## src/design/ula_fl_pkg.sv

```systemverilog
// Word format: sign, 8-bit two's-complement exponent, 23-bit mantissa without hidden bit
// Value is (-1)^sign * mantissa * 2^exponent; exponents wrap and are never limited
// Zero is the single word with sign 0, exponent 8'h80 and mantissa 0
package ula_fl_pkg;

	// ********************
	// Word geometry
	// ********************

	localparam int exp_w  = 8;
	localparam int man_w  = 23;
	localparam int word_w = exp_w + man_w + 1;

	// Opcode width, gaps in the numbering are unused slots
	localparam int op_w = 5;

	// ********************
	// Opcodes
	// ********************

	// Pass-through
	localparam logic [op_w-1:0] op_nop  = 5'd0;
	localparam logic [op_w-1:0] op_load = 5'd1;

	// Arithmetic
	localparam logic [op_w-1:0] op_add  = 5'd2;
	localparam logic [op_w-1:0] op_mlt  = 5'd3;
	localparam logic [op_w-1:0] op_div  = 5'd4;
	localparam logic [op_w-1:0] op_neg  = 5'd6;

	// Single operand sign handling
	localparam logic [op_w-1:0] op_abs  = 5'd8;
	localparam logic [op_w-1:0] op_pst  = 5'd9;
	localparam logic [op_w-1:0] op_sgn  = 5'd10;

	// Comparisons
	localparam logic [op_w-1:0] op_les  = 5'd15;
	localparam logic [op_w-1:0] op_gre  = 5'd16;
	localparam logic [op_w-1:0] op_equ  = 5'd17;

	// Logical, operands are false only when they equal zero_word
	localparam logic [op_w-1:0] op_lin  = 5'd18;
	localparam logic [op_w-1:0] op_lan  = 5'd19;
	localparam logic [op_w-1:0] op_lor  = 5'd20;

	// ********************
	// Special words
	// ********************

	// Most negative exponent, zero mantissa
	localparam logic [word_w-1:0] zero_word = {1'b0, 1'b1, {(word_w-2){1'b0}}};

	// Booleans before normalization
	localparam logic [word_w-1:0] true_word  = {{(word_w-1){1'b0}}, 1'b1};
	localparam logic [word_w-1:0] false_word = {word_w{1'b0}};

	// One word, two views
	// raw for equality and zero tests, fields for arithmetic
	typedef union packed {
		logic [word_w-1:0] raw;
		struct packed {
			logic                    sign;
			logic signed [exp_w-1:0] exp;
			logic        [man_w-1:0] man;
		} fields;
	} fl_word_u;

endpackage
```

## src/design/fl_align_path.sv

```systemverilog
// Combinational, aligns both operands to the larger exponent
// Mantissa bits shifted out on the smaller operand are lost
// ADD keeps one guard position, so the sum loses its lowest bit
module fl_align_path (
	input  logic [ula_fl_pkg::word_w-1:0] in1,
	input  logic [ula_fl_pkg::word_w-1:0] in2,
	output logic [ula_fl_pkg::word_w-1:0] sum_word,
	output logic [ula_fl_pkg::word_w-1:0] les_word,
	output logic [ula_fl_pkg::word_w-1:0] gre_word
);

	ula_fl_pkg::fl_word_u a;
	ula_fl_pkg::fl_word_u b;
	ula_fl_pkg::fl_word_u sum_u;

	// Operand fields
	logic signed [ula_fl_pkg::exp_w-1:0] e1;
	logic signed [ula_fl_pkg::exp_w-1:0] e2;
	logic        [ula_fl_pkg::man_w-1:0] m1;
	logic        [ula_fl_pkg::man_w-1:0] m2;

	// Alignment
	logic signed [ula_fl_pkg::exp_w:0]   exp_diff;
	logic                                in2_bigger;
	logic        [ula_fl_pkg::exp_w:0]   shift1;
	logic        [ula_fl_pkg::exp_w:0]   shift2;
	logic signed [ula_fl_pkg::exp_w-1:0] exp_big;
	logic        [ula_fl_pkg::man_w-1:0] man1_al;
	logic        [ula_fl_pkg::man_w-1:0] man2_al;

	// Signed aligned mantissas and their sum
	logic signed [ula_fl_pkg::man_w:0]   sm1;
	logic signed [ula_fl_pkg::man_w:0]   sm2;
	logic signed [ula_fl_pkg::man_w+1:0] sum;
	logic signed [ula_fl_pkg::man_w+1:0] sum_mag;

	assign a = in1;
	assign b = in2;

	assign e1 = a.fields.exp;
	assign e2 = b.fields.exp;
	assign m1 = a.fields.man;
	assign m2 = b.fields.man;

	// ********************
	// Exponent alignment
	// ********************

	// One extra bit so the difference never wraps
	assign exp_diff   = {e1[ula_fl_pkg::exp_w-1], e1} - {e2[ula_fl_pkg::exp_w-1], e2};
	assign in2_bigger = exp_diff[ula_fl_pkg::exp_w];

	// Only the operand with the smaller exponent moves
	assign shift1  = in2_bigger ? -exp_diff : '0;
	assign shift2  = in2_bigger ? '0 : exp_diff;
	assign exp_big = in2_bigger ? e2 : e1;

	assign man1_al = m1 >> shift1;
	assign man2_al = m2 >> shift2;

	// Two's complement by sign bit
	assign sm1 = a.fields.sign ? -{1'b0, man1_al} : {1'b0, man1_al};
	assign sm2 = b.fields.sign ? -{1'b0, man2_al} : {1'b0, man2_al};

	// ********************
	// Adder
	// ********************

	assign sum     = {sm1[ula_fl_pkg::man_w], sm1} + {sm2[ula_fl_pkg::man_w], sm2};
	assign sum_mag = sum[ula_fl_pkg::man_w+1] ? -sum : sum;

	// Drop the lowest bit and compensate with exponent + 1
	always_comb begin
		sum_u.fields.sign = sum[ula_fl_pkg::man_w+1];
		sum_u.fields.exp  = exp_big + {{(ula_fl_pkg::exp_w-1){1'b0}}, 1'b1};
		sum_u.fields.man  = sum_mag[ula_fl_pkg::man_w:1];
	end

	assign sum_word = sum_u.raw;

	// Ordered compares on the aligned signed mantissas
	assign les_word = (sm1 < sm2) ? ula_fl_pkg::true_word : ula_fl_pkg::false_word;
	assign gre_word = (sm1 > sm2) ? ula_fl_pkg::true_word : ula_fl_pkg::false_word;

endmodule

```

## config.mk

```make
export PLATFORM = sky130hd
export DESIGN_NAME = fl_align_path
export DESIGN_NICKNAME = d
export VERILOG_FILES = /design/src/design/ula_fl_pkg.sv /design/src/design/fl_align_path.sv
export SDC_FILE = /design/constraint.sdc
export NUM_CORES = 1
export LEC_CHECK = 0
export ABC_CLOCK_PERIOD_IN_PS = 15900
export BUFFER_PORTS_ARGS = -buffer_cell sky130_fd_sc_hd__buf_4
export CORE_MARGIN = 10
export CORE_UTILIZATION = 45
export DETAILED_ROUTE_END_ITERATION = 10
export PLACE_DENSITY = 0.67
export SYNTH_ARGS = -nofsm -noshare
export SYNTH_HDL_FRONTEND = slang
export SYNTH_SLANG_ARGS = --single-unit
```

## constraint.sdc

```tcl
create_clock -name vclk -period 15.9
set_clock_uncertainty 0.05 [all_clocks]
set_input_delay 3.18 -clock vclk [all_inputs]
set_output_delay 3.18 -clock vclk [all_outputs]
set_load 0.01 [all_outputs]
```

# == Yosys cells after proc, flatten, opt, wreduce, memory -nomap -nowiden ==
# Index checks and enable logic that the tools add are counted.
# word_totals
wordCells,19
inputBits,64
output_inout_bits,96
reg_bits,0
# classes
n_addsub,7
n_mux,8
shift,2
magnitude_cmp,2
# ops
operator,n
$mux 24,3
$neg 23->24,2
$add 24x24->25,1
$gt 24x24->1,1
$lt 24x24->1,1
$neg 24->24,1
$shr 23x8->23,1
$shr 23x9->23,1
$mux 8,2
$mux 9,1
$neg 9->9,1
$sub 8x8->9,1
$add 8x1->8 const B,1
$mux 1,2

# == Depth between registers and ports, before layout ==
# depth
word_depth,9
mapped_depth,41
depth_no_buf,35

# == Worst setup path after synthesis ==
# OpenSTA, ideal clock, no wires.
# synth_timing
path_type,input-to-output
startpoint,input in1[23] (netlist bit)
endpoint,output sum_word[22] (netlist bit)
slack_ns,1.710
n_path_buf,3
arrival_ns,10.960
required_time_ns,12.670
cell_stages,35
path_cell_list,inv_1 > ha_1 > inv_1 > fa_1 > clkbuf_1 > inv_1 > ha_1 > xnor2_1 > nand2_1 > nand2_1 > o31ai_1 > buf_6 > a211oi_2 > o2bb2ai_1 > or2_2 > inv_1 > ha_1 > nand3_1 > or3_1 > or2_2 > o31ai_1 > xor2_1 > ha_1 > clkbuf_1 > o21ai_0 > a21oi_1 > o21ai_0 > a21boi_0 > o2111a_1 > nor4_1 > or4_1 > or3_1 > or4_1 > o211ai_1 > xnor2_1
# synth_between
elab_chain_len,9
word_cells_on_any_way,13
classes_between,6 x add/sub; 2 x shift; 5 x mux
# synth_lines
element,line_no,source
from (decl),fl_align_path.sv:5,"input logic [ula_fl_pkg::word_w-1:0] in1,"
$sub 8x8->9 *,fl_align_path.sv:50,"assign exp_diff = {e1[ula_fl_pkg::exp_w-1], e1} - {e2[ula_fl_pkg::exp_w-1], e2};"
$neg 9->9,fl_align_path.sv:54,assign shift1 = in2_bigger ? -exp_diff : '0;
$mux 9,fl_align_path.sv:54,
$shr 23x9->23,fl_align_path.sv:58,assign man1_al = m1 >> shift1;
$neg 23->24,fl_align_path.sv:62,"assign sm1 = a.fields.sign ? -{1'b0, man1_al} : {1'b0, man1_al};"
$mux 24,fl_align_path.sv:62,
$add 24x24->25 *,fl_align_path.sv:69,"assign sum = {sm1[ula_fl_pkg::man_w], sm1} + {sm2[ula_fl_pkg::man_w], sm2};"
$neg 24->24,fl_align_path.sv:70,assign sum_mag = sum[ula_fl_pkg::man_w+1] ? -sum : sum;
$mux 24 *,fl_align_path.sv:70,
to (decl),fl_align_path.sv:7,"output logic [ula_fl_pkg::word_w-1:0] sum_word,"
# Every way passes the cells marked *; elsewhere a longest branch is shown, timed or not.

# == Worst setup path after layout ==
# Ends and elaborated chain as after synthesis.

==> results.yml <==
yosys:
  seq_area_frac_synth_pct: 0
  netlist_top_cells_count: "114 x nand2_1, 102 x nor2_1, 100 x a21oi_1, 81 x o21ai_0, 70 x inv_1"
  synth_warn: 0
  synth.cell_area_um2: 8803
  post_synth_main_area_contributors: "ha_1 8.7%, xnor2_1 5.8%, a21oi_1 5.7%"
  synthesis.area_per_instance_um2: 6.580
  synth_area_leader_cell: "ha_1"
  ys_types: 105
  post-synth-top-area-fraction_pct: 8.670
  netlist_instances: 1338
  synth.most_common_cell: "nand2_1"
global_route:
  grt_util_met3_pct: 3.728
  grt_max_degree: 40
  gr-total-overflow: 0
  grt_first_pass_wirelength_um: 52710
  busiest_layer: "met2"
  grt_use_total_pct: 23.74
  grt_pass1_vias: 9945
  use_met1_pct: 31.97
  grt_util_met2_pct: 38.16
  antenna_violations_before_repair: 0
placement:
  dpl-instance-area_um2: 9594
  final_estimated_routing_congestion_in_global_placement: 1.060
  hpwl_um: 26300
  numPlacedInstances: 1660
  numPortBuffers: 98
run_status:
  outcome: "finished clean"
die:
  design.die.area_um2: 25560
  core_area_um2: 19330
  die_w_um: 159.9
  die_height_um: 159.9
  initial_core_util_pct: 45.53
  fp-row-count: 51
  top_level_ports: 160
sta:
  maxSlewHeadroom_pct: 17.59
  final-setup-viol-count: 0
  report.final.slew_viol_count: 0
  maxClockFrequency_ghz: 0.06598
  worstMarginPinSlew_ns: 1.234
  period_needed_ns: 15.16
  worst_slack_on_hold_paths_ns: 6.651
  post-route-period-util_pct: 95.32
  final_tns_setup_ns: 0
  hold_viol: 0
  rsz0062_at_grt: "no"
pwr:
  p_leak_uw: 0.003957
  peakVddDrop_mv: 0.08492
  total_power_uw: 1749
  power-per-cell-area_nw_per_um2: 182.1
critical_path:
  critPathMaxFanout: 8
  sort_of_element_at_the_start_of_the_critical_path: "primary input"
  cpPeakStageDelay_ns: 0.60
  critical-path-top-delay-family: "simple AND/OR/NAND/NOR gates"
  timing.critical_path.arrival_ns: 11.93
  critical_path.endpoint_type: "output pin"
  path_buf_inv: 6
  cp.required_ns: 12.67
  timing.critical_path.slowest_stage_cell: "or4_1"
  criticalPathCategory: "in -> out"
clocking:
  cts.repair_timing.setup_buffer_count: 0
  cts_hold_repair.buffers: 0
routing:
  remaining_drc_errors: 0
  detail_route.vias_per_cell: 6.336
  drt_iter0_drc: 1064
  wl_um: 32780
  wl_per_cell_um: 19.75
  ant_nets: 0
  routed-via-count: 10518
  firstDrtPassIters: 6
worst_hold_path:
  worst_hold_path.num_cells: 3
  hold_path_end: "sum_word[23]"
  holdCritStartpoint: "in1[23]"
  holdCritPathClass: "in -> out"
finish:
  seq_cell_count: 0
  areaGrowthSynthToFinish_pct: 9.110
  finalNonFillerCells: 1660
  layout-drive-gt1-share_pct: 14.55
  final_nets: 1524
  fin_area_um2: 9605
  filler_cell_count: 2055
  multi_input_area_um2: 7901
  num_antenna_cells: 0
  layout.area.seq_um2: 0
  num-clock-buffers: 0
run:
  max_cap_violations: 0
==> worst max path at each step <==
stage / from / end / slack [ns] / cells after the start
3_5_place_dp: in1[23] / sum_word[22] / 0.75 / 37
3_3_place_gp: in1[23] / sum_word[22] / 0.99 / 33
6_report: in1[23] / sum_word[22] / 0.74 / 37
5_1_grt: in2[26] / sum_word[22] / 0.07 / 31
4_1_cts: in1[23] / sum_word[22] / 0.74 / 37
2_1_floorplan: in1[23] / sum_word[22] / 1.71 / 35
==> timing repair <==
action,CTS,global route
endpoints found under the setup margin,0,1
endpoints found under the hold margin,0,0
resized for setup,0,3
==> metal layers <==
| metal | wire (um) | up-vias |
|---|---|---|
| met4 | 944 | 0 |
| met2 | 14620 | 564 |
| li1 | - | 4993 |
| met3 | 2780 | 90 |
| met1 | 14430 | 4871 |
| met5 | 0 | - |
==> stage by stage <==
stage	utilization [%]	worst slack (ns)
after floorplan	-	1.710
final	49.68	0.7444
after global routing	49.68	0.06736
after detailed placement	49.62	0.7492
after CTS	49.62	0.7353
after global placement	49.62	0.9945
==> layout make-up <==
class / count / share of cell area [%]
inverters: 71 / 2.775
multi-input cells: 1180 / 82.26
well taps: 265 / 3.452
repair buffers: 144 / 11.51
==> logic make-up (layout without fill, tap and decap cells) <==
group / count (synthesis) / count (layout) / share of synthesized area [%]
AND/OR/NAND/NOR: 454 / 454 / 25.80
XOR/XNOR: 88 / 88 / 9.082
other: 1 / 62 / 0.04260
buffers and inverters: 219 / 215 / 13.09
adder cells (fa/ha/maj): 63 / 63 / 9.124
multiplexers: 37 / 37 / 5.145
AO/OA/AOI/OAI: 476 / 476 / 37.72
==> cell usage in the layout (no fill, tap or decap), types with 27 or more instances in the layout <==
| master | Yosys | final |
|---|---|---|
| a21oi_1 | 100 | 100 |
| buf_4 | 66 | 142 |
| conb_1 | 1 | 62 |
| ha_1 | 61 | 61 |
| inv_1 | 70 | 70 |
| nand2_1 | 114 | 114 |
| nand3_1 | 68 | 68 |
| nor2_1 | 102 | 101 |
| nor3_1 | 31 | 31 |
| o211ai_1 | 48 | 48 |
| o21ai_0 | 81 | 81 |
| xnor2_1 | 58 | 58 |
| xor2_1 | 27 | 27 |
==> where the power goes <==
part | internal [uW] | leakage [uW] | total, uW | switching (uW)
sequential | 0 | 0 | 0 | 0
combinational | 731 | 0.00396 | 1750 | 1020
clock | 0 | 0 | 0 | 0
Power figures use the tool's default switching activity.
