**config.mk**
```make
export PLATFORM = sky130hd
export DESIGN_NAME = fl_result_combine
export DESIGN_NICKNAME = d
export VERILOG_FILES = /design/src/design/ula_fl_pkg.sv /design/src/design/fl_result_combine.sv /design/src/design/fl_normalize.sv
export SDC_FILE = /design/constraint.sdc
export NUM_CORES = 1
export LEC_CHECK = 0
export ABC_CLOCK_PERIOD_IN_PS = 5930
export BUFFER_PORTS_ARGS = -buffer_cell sky130_fd_sc_hd__buf_4
export CORE_AREA = 2 2 205 207
export CTS_CLUSTER_DIAMETER = 200
export DETAILED_ROUTE_END_ITERATION = 16
export DIE_AREA = 0 0 207 209
export GPL_ROUTABILITY_DRIVEN = 0
export MAX_ROUTING_LAYER = met4
export PLACE_DENSITY = 0.45
export SYNTH_ARGS = -nofsm -noshare
export SYNTH_HDL_FRONTEND = slang
export SYNTH_SLANG_ARGS = --single-unit
```
**constraint.sdc**
```tcl
create_clock -name clk -period 5.93 [get_ports clk]
set_input_delay 0.2965 -clock clk [delete_from_list [all_inputs] [get_ports clk]]
set_output_delay 0.2965 -clock clk [all_outputs]
set_load 0.02 [all_outputs]
```
**src/design/ula_fl_pkg.sv**
```systemverilog
// Word format: sign, 8-bit two's-complement exponent, 23-bit mantissa without hidden bit
// Value is (-1)^sign * mantissa * 2^exponent; exponents wrap and are never limited
// Zero is the single word with sign 0, exponent 8'h80 and mantissa 0
package ula_fl_pkg;

	// ********************
	// Word geometry
	// ********************

	localparam int exp_w  = 8;
	localparam int man_w  = 23;
	localparam int word_w = exp_w + man_w + 1;

	// Opcode width, gaps in the numbering are unused slots
	localparam int op_w = 5;

	// ********************
	// Opcodes
	// ********************

	// Pass-through
	localparam logic [op_w-1:0] op_nop  = 5'd0;
	localparam logic [op_w-1:0] op_load = 5'd1;

	// Arithmetic
	localparam logic [op_w-1:0] op_add  = 5'd2;
	localparam logic [op_w-1:0] op_mlt  = 5'd3;
	localparam logic [op_w-1:0] op_div  = 5'd4;
	localparam logic [op_w-1:0] op_neg  = 5'd6;

	// Single operand sign handling
	localparam logic [op_w-1:0] op_abs  = 5'd8;
	localparam logic [op_w-1:0] op_pst  = 5'd9;
	localparam logic [op_w-1:0] op_sgn  = 5'd10;

	// Comparisons
	localparam logic [op_w-1:0] op_les  = 5'd15;
	localparam logic [op_w-1:0] op_gre  = 5'd16;
	localparam logic [op_w-1:0] op_equ  = 5'd17;

	// Logical, operands are false only when they equal zero_word
	localparam logic [op_w-1:0] op_lin  = 5'd18;
	localparam logic [op_w-1:0] op_lan  = 5'd19;
	localparam logic [op_w-1:0] op_lor  = 5'd20;

	// ********************
	// Special words
	// ********************

	// Most negative exponent, zero mantissa
	localparam logic [word_w-1:0] zero_word = {1'b0, 1'b1, {(word_w-2){1'b0}}};

	// Booleans before normalization
	localparam logic [word_w-1:0] true_word  = {{(word_w-1){1'b0}}, 1'b1};
	localparam logic [word_w-1:0] false_word = {word_w{1'b0}};

	// One word, two views
	// raw for equality and zero tests, fields for arithmetic
	typedef union packed {
		logic [word_w-1:0] raw;
		struct packed {
			logic                    sign;
			logic signed [exp_w-1:0] exp;
			logic        [man_w-1:0] man;
		} fields;
	} fl_word_u;

endpackage
```
**src/design/fl_result_combine.sv**
```systemverilog
// Selects one result by opcode, normalizes it and registers it
// Fixed latency of one cycle, no back-pressure
// out holds its last value while in_valid is low
module fl_result_combine (
	input  logic                          clk,
	input  logic                          rst_n,
	input  logic                          in_valid,
	input  logic [ula_fl_pkg::op_w-1:0]   op,
	input  logic [ula_fl_pkg::word_w-1:0] in1,
	input  logic [ula_fl_pkg::word_w-1:0] in2,
	input  logic [ula_fl_pkg::word_w-1:0] sum_word,
	input  logic [ula_fl_pkg::word_w-1:0] les_word,
	input  logic [ula_fl_pkg::word_w-1:0] gre_word,
	input  logic [ula_fl_pkg::word_w-1:0] mul_word,
	input  logic [ula_fl_pkg::word_w-1:0] div_word,
	input  logic [ula_fl_pkg::word_w-1:0] neg_word,
	input  logic [ula_fl_pkg::word_w-1:0] abs_word,
	input  logic [ula_fl_pkg::word_w-1:0] pst_word,
	input  logic [ula_fl_pkg::word_w-1:0] sgn_word,
	input  logic [ula_fl_pkg::word_w-1:0] equ_word,
	input  logic [ula_fl_pkg::word_w-1:0] lin_word,
	input  logic [ula_fl_pkg::word_w-1:0] lan_word,
	input  logic [ula_fl_pkg::word_w-1:0] lor_word,
	output logic                          out_valid,
	output logic [ula_fl_pkg::word_w-1:0] out,
	output logic                          is_zero
);

	logic [ula_fl_pkg::word_w-1:0] sel_word;
	logic [ula_fl_pkg::word_w-1:0] norm_word;
	logic [ula_fl_pkg::word_w-1:0] out_q;

	// ********************
	// Opcode select
	// ********************

	always_comb begin
		case (op)
			ula_fl_pkg::op_nop:  sel_word = in2;
			ula_fl_pkg::op_load: sel_word = in1;
			ula_fl_pkg::op_add:  sel_word = sum_word;
			ula_fl_pkg::op_mlt:  sel_word = mul_word;
			ula_fl_pkg::op_div:  sel_word = div_word;
			ula_fl_pkg::op_neg:  sel_word = neg_word;
			ula_fl_pkg::op_abs:  sel_word = abs_word;
			ula_fl_pkg::op_pst:  sel_word = pst_word;
			ula_fl_pkg::op_sgn:  sel_word = sgn_word;
			ula_fl_pkg::op_les:  sel_word = les_word;
			ula_fl_pkg::op_gre:  sel_word = gre_word;
			ula_fl_pkg::op_equ:  sel_word = equ_word;
			ula_fl_pkg::op_lin:  sel_word = lin_word;
			ula_fl_pkg::op_lan:  sel_word = lan_word;
			ula_fl_pkg::op_lor:  sel_word = lor_word;
			// Unused slot
			default:             sel_word = ula_fl_pkg::zero_word;
		endcase
	end

	// Every result, pass-through included, leaves normalized
	fl_normalize fl_normalize_i (
		.raw_word  (sel_word),
		.norm_word (norm_word)
	);

	// ********************
	// Output register
	// ********************

	always_ff @(posedge clk) begin
		if (!rst_n) begin
			out_valid <= 1'b0;
			out_q     <= ula_fl_pkg::zero_word;
		end else begin
			out_valid <= in_valid;
			if (in_valid) begin
				out_q <= norm_word;
			end
		end
	end

	assign out     = out_q;
	// Taken from the register, so it follows out exactly
	assign is_zero = (out_q == ula_fl_pkg::zero_word);

endmodule

```
**src/design/fl_normalize.sv**
```systemverilog
// Combinational, shifts the mantissa left until bit 22 is set
// A zero mantissa yields zero_word, its sign is dropped
module fl_normalize (
	input  logic [ula_fl_pkg::word_w-1:0] raw_word,
	output logic [ula_fl_pkg::word_w-1:0] norm_word
);

	ula_fl_pkg::fl_word_u in_u;
	ula_fl_pkg::fl_word_u out_u;

	// Leading zero count as a plain integer
	int                                lz;
	logic [ula_fl_pkg::exp_w-1:0]      shamt;
	logic                              man_zero;

	assign in_u = raw_word;

	// Priority chain, the highest set bit wins
	always_comb begin
		lz = 0;
		for (int i = 0; i < ula_fl_pkg::man_w; i++) begin
			if (in_u.fields.man[i]) begin
				lz = ula_fl_pkg::man_w - 1 - i;
			end
		end
	end

	assign shamt    = lz[ula_fl_pkg::exp_w-1:0];
	assign man_zero = (in_u.fields.man == '0);

	always_comb begin
		if (man_zero) begin
			out_u.raw = ula_fl_pkg::zero_word;
		end else begin
			out_u.fields.sign = in_u.fields.sign;
			// Exponent drops by the shift, wraps like every exponent here
			out_u.fields.exp  = in_u.fields.exp - shamt;
			out_u.fields.man  = in_u.fields.man << shamt;
		end
	end

	assign norm_word = out_u.raw;

endmodule

```
---- Yosys cells after proc, flatten, opt, wreduce, memory -nomap -nowiden ----
Cells that the tools add are included.
operators by class
  multiplexer cells ....................... 25
  reductions and logical operators ........ 2
  $mul .................................... 0
  divide/modulo/power cells ............... 0
  add/subtract/negate cells ............... 1
  bitwise gates (word level) .............. 0
  eq/ne operators ......................... 15
  shift operators ......................... 1
  $lt $le $gt $ge ......................... 0
operator list
  cell                                             number
  case mux 32 bit (15 select lines)                1
  2-to-1 mux 5 bit                                 23
  == test 32 x 31 -> 1 bit, second input constant  1
  2-to-1 mux 32 bit                                1
  == test 5 bit, second input constant             5
  logical NOT 23 bit                               1
  left shift 23 x 5 -> 23 bit                      1
  == test 5 x 4 -> 1 bit, second input constant    4
  == test 5 x 2 -> 1 bit, second input constant    2
  == test 5 x 3 -> 1 bit, second input constant    2
  subtractor 8 x 5 -> 8 bit                        1
  == test 5 x 1 -> 1 bit, second input constant    1
  logical NOT 5 bit                                1
storage, ports and cells
  memories kept ........................... 0
  word-level logic and storage cells ...... 46
  bits of input ports ..................... 488
  latch bits .............................. 0
  output and inout port bits .............. 34
  bits in registers ....................... 33
  RAM bits ................................ 0
  ROM bits ................................ 0

---- Longest topological paths before layout ----
  depth after elaboration ................. 27
  mapped depth ............................ 26
  depth with buffers taken out ............ 20

---- Modules after synthesis ----
A second synthesis with hierarchy kept.
second synthesis, totals
  cells, all modules ...................... 818
  area, all modules ....................... 6588.8 um^2
modules (own cells, without submodules)
  module             area each (um^2)  sequential area each (um^2)  times used  cells each
  fl_result_combine  4899.7            660.6                        1           572
  fl_normalize       1689.1            0.0                          1           246

---- Worst setup path after synthesis ----
No wires, ideal clock.
  path type ............................... input port to flip-flop
  from .................................... input port op[1] (netlist bit)
  to ...................................... register out_q (netlist bit out[30])
  stages .................................. 23
  buffers on the path ..................... 5
  required time ........................... 5815 ps
  library setup time ...................... 115 ps
  data arrival time ....................... 4258 ps
  slack ................................... 1557 ps
  cell sequence ........................... and2_4 > and3_1 > buf_2 > buf_6 > a22o_1 > or4_1 > clkbuf_1 > a2111oi_2 > o311a_1 > nor2_4 > inv_2 > buf_4 > buf_6 > ha_1 > a21o_1 > a21o_1 > a21o_1 > a21o_1 > nor3_1 > xnor2_1 > a21oi_1 > a21oi_1 > nand2_1
on the way
  longest elaborated chain between the ends .. 27
  elaborated cells between the ends (all ways) .. 42
  classes of those cells .................. 1 x add/sub; 14 x eq/ne; 25 x mux; 2 x reduce/logical
RTL lines
  item                                         line                     source
  from (decl)                                  fl_result_combine.sv:8   input logic [ula_fl_pkg::op_w-1:0] op,
  == test 5 bit, or another cell as far along  fl_result_combine.sv:38  case (op)
  case mux 32 bit (15 select lines) *          fl_result_combine.sv:38
  2-to-1 mux 5 bit (23 in series)              fl_normalize.sv:22       if (in_u.fields.man[i]) begin
  subtractor 8 x 5 -> 8 bit                    fl_normalize.sv:37       out_u.fields.exp = in_u.fields.exp - shamt;
  2-to-1 mux 32 bit *                          fl_normalize.sv:32       if (man_zero) begin
  to (signal assigned)                         fl_result_combine.sv:72  out_q <= ula_fl_pkg::zero_word;
  to (signal assigned)                         fl_result_combine.sv:76  out_q <= norm_word;
  to (decl)                                    fl_result_combine.sv:31  logic [ula_fl_pkg::word_w-1:0] out_q;
Every way passes the cells marked *; elsewhere a longest branch is shown, timed or not.
A chain may end at the register's enable or synchronous reset.

---- Worst setup path after layout ----
  from .................................... input port op[3] (netlist bit)
  to ...................................... register out_q (netlist bit out[29])
Same word-level chain as after synthesis.

==> run metrics <==
outcome completed; fin crit period 5.221 ns; reg2reg setup slack around 5.0 ns; post-synthesis cell count 841; # nets final between 1,500 and 2,000; Clock Sink Count 33; Starting Density 15.26%; # DRC 0; Synth Register Bits 33; Syn Nets 1,335; CORE AREA approximately 0.041 mm²; peak supply drop 0.0001131 V; CTS tree yes; first-pass GRT wire length between 70,000 and 80,000 µm; FF-to-FF End out[21]; drt via density 5.313; post-synth top area share 17.51%; TritonRoute pass-1 iters 7; actual slew at the worst max-slew pin 0.9595 ns; largest net degree at the start of global routing 34; HP Start rst_n; post-CTS setup buffers 0; Critical R2R Launch out[21]; Main synth FF type dfxtp_1; Placed Area 0.01057 mm²; most frequent cell after synthesis a22oi_1; Synth area leaders a22oi_1, dfxtp_1, o211ai_1; sequential element share of the synthesized area a little over a tenth; GRT overflow 0; Max-cap violations 0; YS warnings 0; number of fill cells 4,593; I/O Buffers ~520; CP arrival ~5.4 ns; Die ar. between 0.04 and 0.05 mm²; number of global-route vias before repair 9,738; Post-synth EDFFs 0; worst hold stages 2; Final ANT Viol Nets 0; Post-CTS Hold Fix Bufs 0; CP Max Fanout 29; total power 1.935 mW; Clock transition at path regs 0.05 ns; Vias 9,903; initial antenna violation count 8; R2R depth 4; synthesized cell area 0.006301 mm²; RSZ-0062 raised after global routing false; period utilization 88.05%; WL per Instance 27.10 µm; H-Tree Depth 2; DR iter-0 viols 1,020; Endpoint, Worst Hold out[30]; Hold WC Path Type in -> reg; Worst Setup End Kind flop; Reg area about 660 µm²; CTS resizes 0; Max Clk Rate 0.1915 GHz; Max clock buf depth 2; count of final max-slew check failures 0; CP Launch Type primary input; synthesis-to-finish area growth 70.77%; Avg Inst Size Synth 7.492 µm²; ratio of cells with drive above 1 in the final layout roughly 46%; slowest cell delay on critical path 0.93 ns; Finished Cell Area 0.01076 mm²; Final Hold Violating Endpoints 0; critical path's top delay family simple AND/OR/NAND/NOR gates; CTS Buf Count 5; largest area contributor in the netlist a22oi_1; Clock Skews 0 ns; critical-path cell list buf_4 -> or3_1 -> nor2_4 -> a2111oi_0 -> nand3_1 -> or2_1 -> o311a_1 -> nor2_4 -> inv_2 -> buf_4 -> fa_1 -> a21o_1 -> a21oi_1 -> nor2b_1 -> nor3_1 -> xor2_1 -> nand3_1 -> a21oi_1; Root Driver clkbuf_16; DIE WIDTH 207 µm; Die Y 209 µm; FFs w/ async S/R, synth 0%; Tot GR Track Use 22.56%; Critical Path RT 6.14 ns; synth unique cells 86; row count 75; endpoints failing setup 0; CP Class in -> reg; placed wire-length estimate 41,990 µm; Commonest cells post-synth a22oi_1, nand2_1, o211ai_1; multi-input combinational cell area 0.005040 mm²; P per Cell Area about 180 mW/mm²; max_slew headroom 34.38%; clk_lat worst skew ~0.27 ns; setup TNS 0 ns; final WL 50,510 µm; top-level port count 522; Leak 4.699 nW; CP max-delay cell a2111oi_0; CP bufs+invs 3
## through the flow
| stage | hold WS [ns] | cells | util, % | worst slack, ns |
|---|---|---|---|---|
| 4_1_cts | 0.2559 | 1856 | 26.01 | 0.7168 |
| 6_report | 0.2676 | 1864 | 26.06 | 0.7086 |
| 3_5_place_dp | 0.4904 | 1848 | 25.59 | 0.4275 |
| 2_1_floorplan | 0.3584 | 841 | - | 1.557 |
| 3_3_place_gp | 0.4956 | 1848 | 25.59 | 0.4914 |
| 5_1_grt | 0.2620 | 1864 | 26.06 | 0.3829 |
## cells by family after synthesis
logic type                 Yosys count  synth area share (%)
and+or+nand+nor                    305                 29.09
AOI/OAI and AO/OA                  369                 45.17
muxes                               20                 3.296
buffers and inverters              102                 9.809
adders and majority gates            6                 1.311
xor gates and xnor gates             6                0.8341
DFF                                 33                 10.48
## layer usage
layer,up-vias,track usage (%),wire length (µm)
met5,-,-,0
met4,0,7.685,1435
met3,80,4.148,3932
met2,629,34.60,23440
met1,4751,29.70,21700
li1,4443,-,-
## area by class of cell
type,count,share of cell area (%)
Timing Repair Buffer,547,38.16
Clock buffer,7,1.326
Inverter,23,0.8023
Sequential cell,33,6.140
Clock inverter,1,0.2791
Multi-Input combinational cell,706,46.84
Antenna cell,8,0.1860
Tap cell,539,6.267
## flip-flops by register name, summed over array words and instances (netlist names)
register	cells
out	32
out_valid	1
## placed cells by master, fill, tap and decap left out, types with 14 or more instances in the layout
| cell | instances |
|---|---|
| buf_4 | 547 |
| and3_1 | 24 |
| dfxtp_1 | 33 |
| mux2i_1 | 16 |
| a21oi_1 | 34 |
| nand4_1 | 28 |
| nor2_1 | 34 |
| a22oi_1 | 147 |
| nand3_1 | 39 |
| inv_1 | 17 |
| a222oi_1 | 18 |
| nand3b_1 | 15 |
| o211ai_1 | 42 |
| nor3_1 | 14 |
| a221oi_1 | 20 |
| nand2_1 | 65 |
| a22o_1 | 19 |
## worst reg2reg max path: cells and delay by family (launching register included)
family,cells,cell delay (ns)
flops,1,0.44
compound gates,2,0.25
simple gates,2,0.19
## where the power goes
| group | switching, mW | internal (mW) |
|---|---|---|
| registers | 0.0577 | 0.267 |
| logic | 0.742 | 0.567 |
| clock network | 0.0914 | 0.210 |
## how the worst max path moves through the flow
| stage | start | endpoint | cells past startpoint |
|---|---|---|---|
| 2_1_floorplan | op[1] | out[30] | 23 |
| 3_3_place_gp | op[3] | out[30] | 19 |
| 3_5_place_dp | op[3] | out[29] | 18 |
| 4_1_cts | op[3] | out[29] | 18 |
| 5_1_grt | op[3] | out[29] | 18 |
| 6_report | op[3] | out[29] | 18 |
No activity file was read; power rests on OpenSTA's default activity.
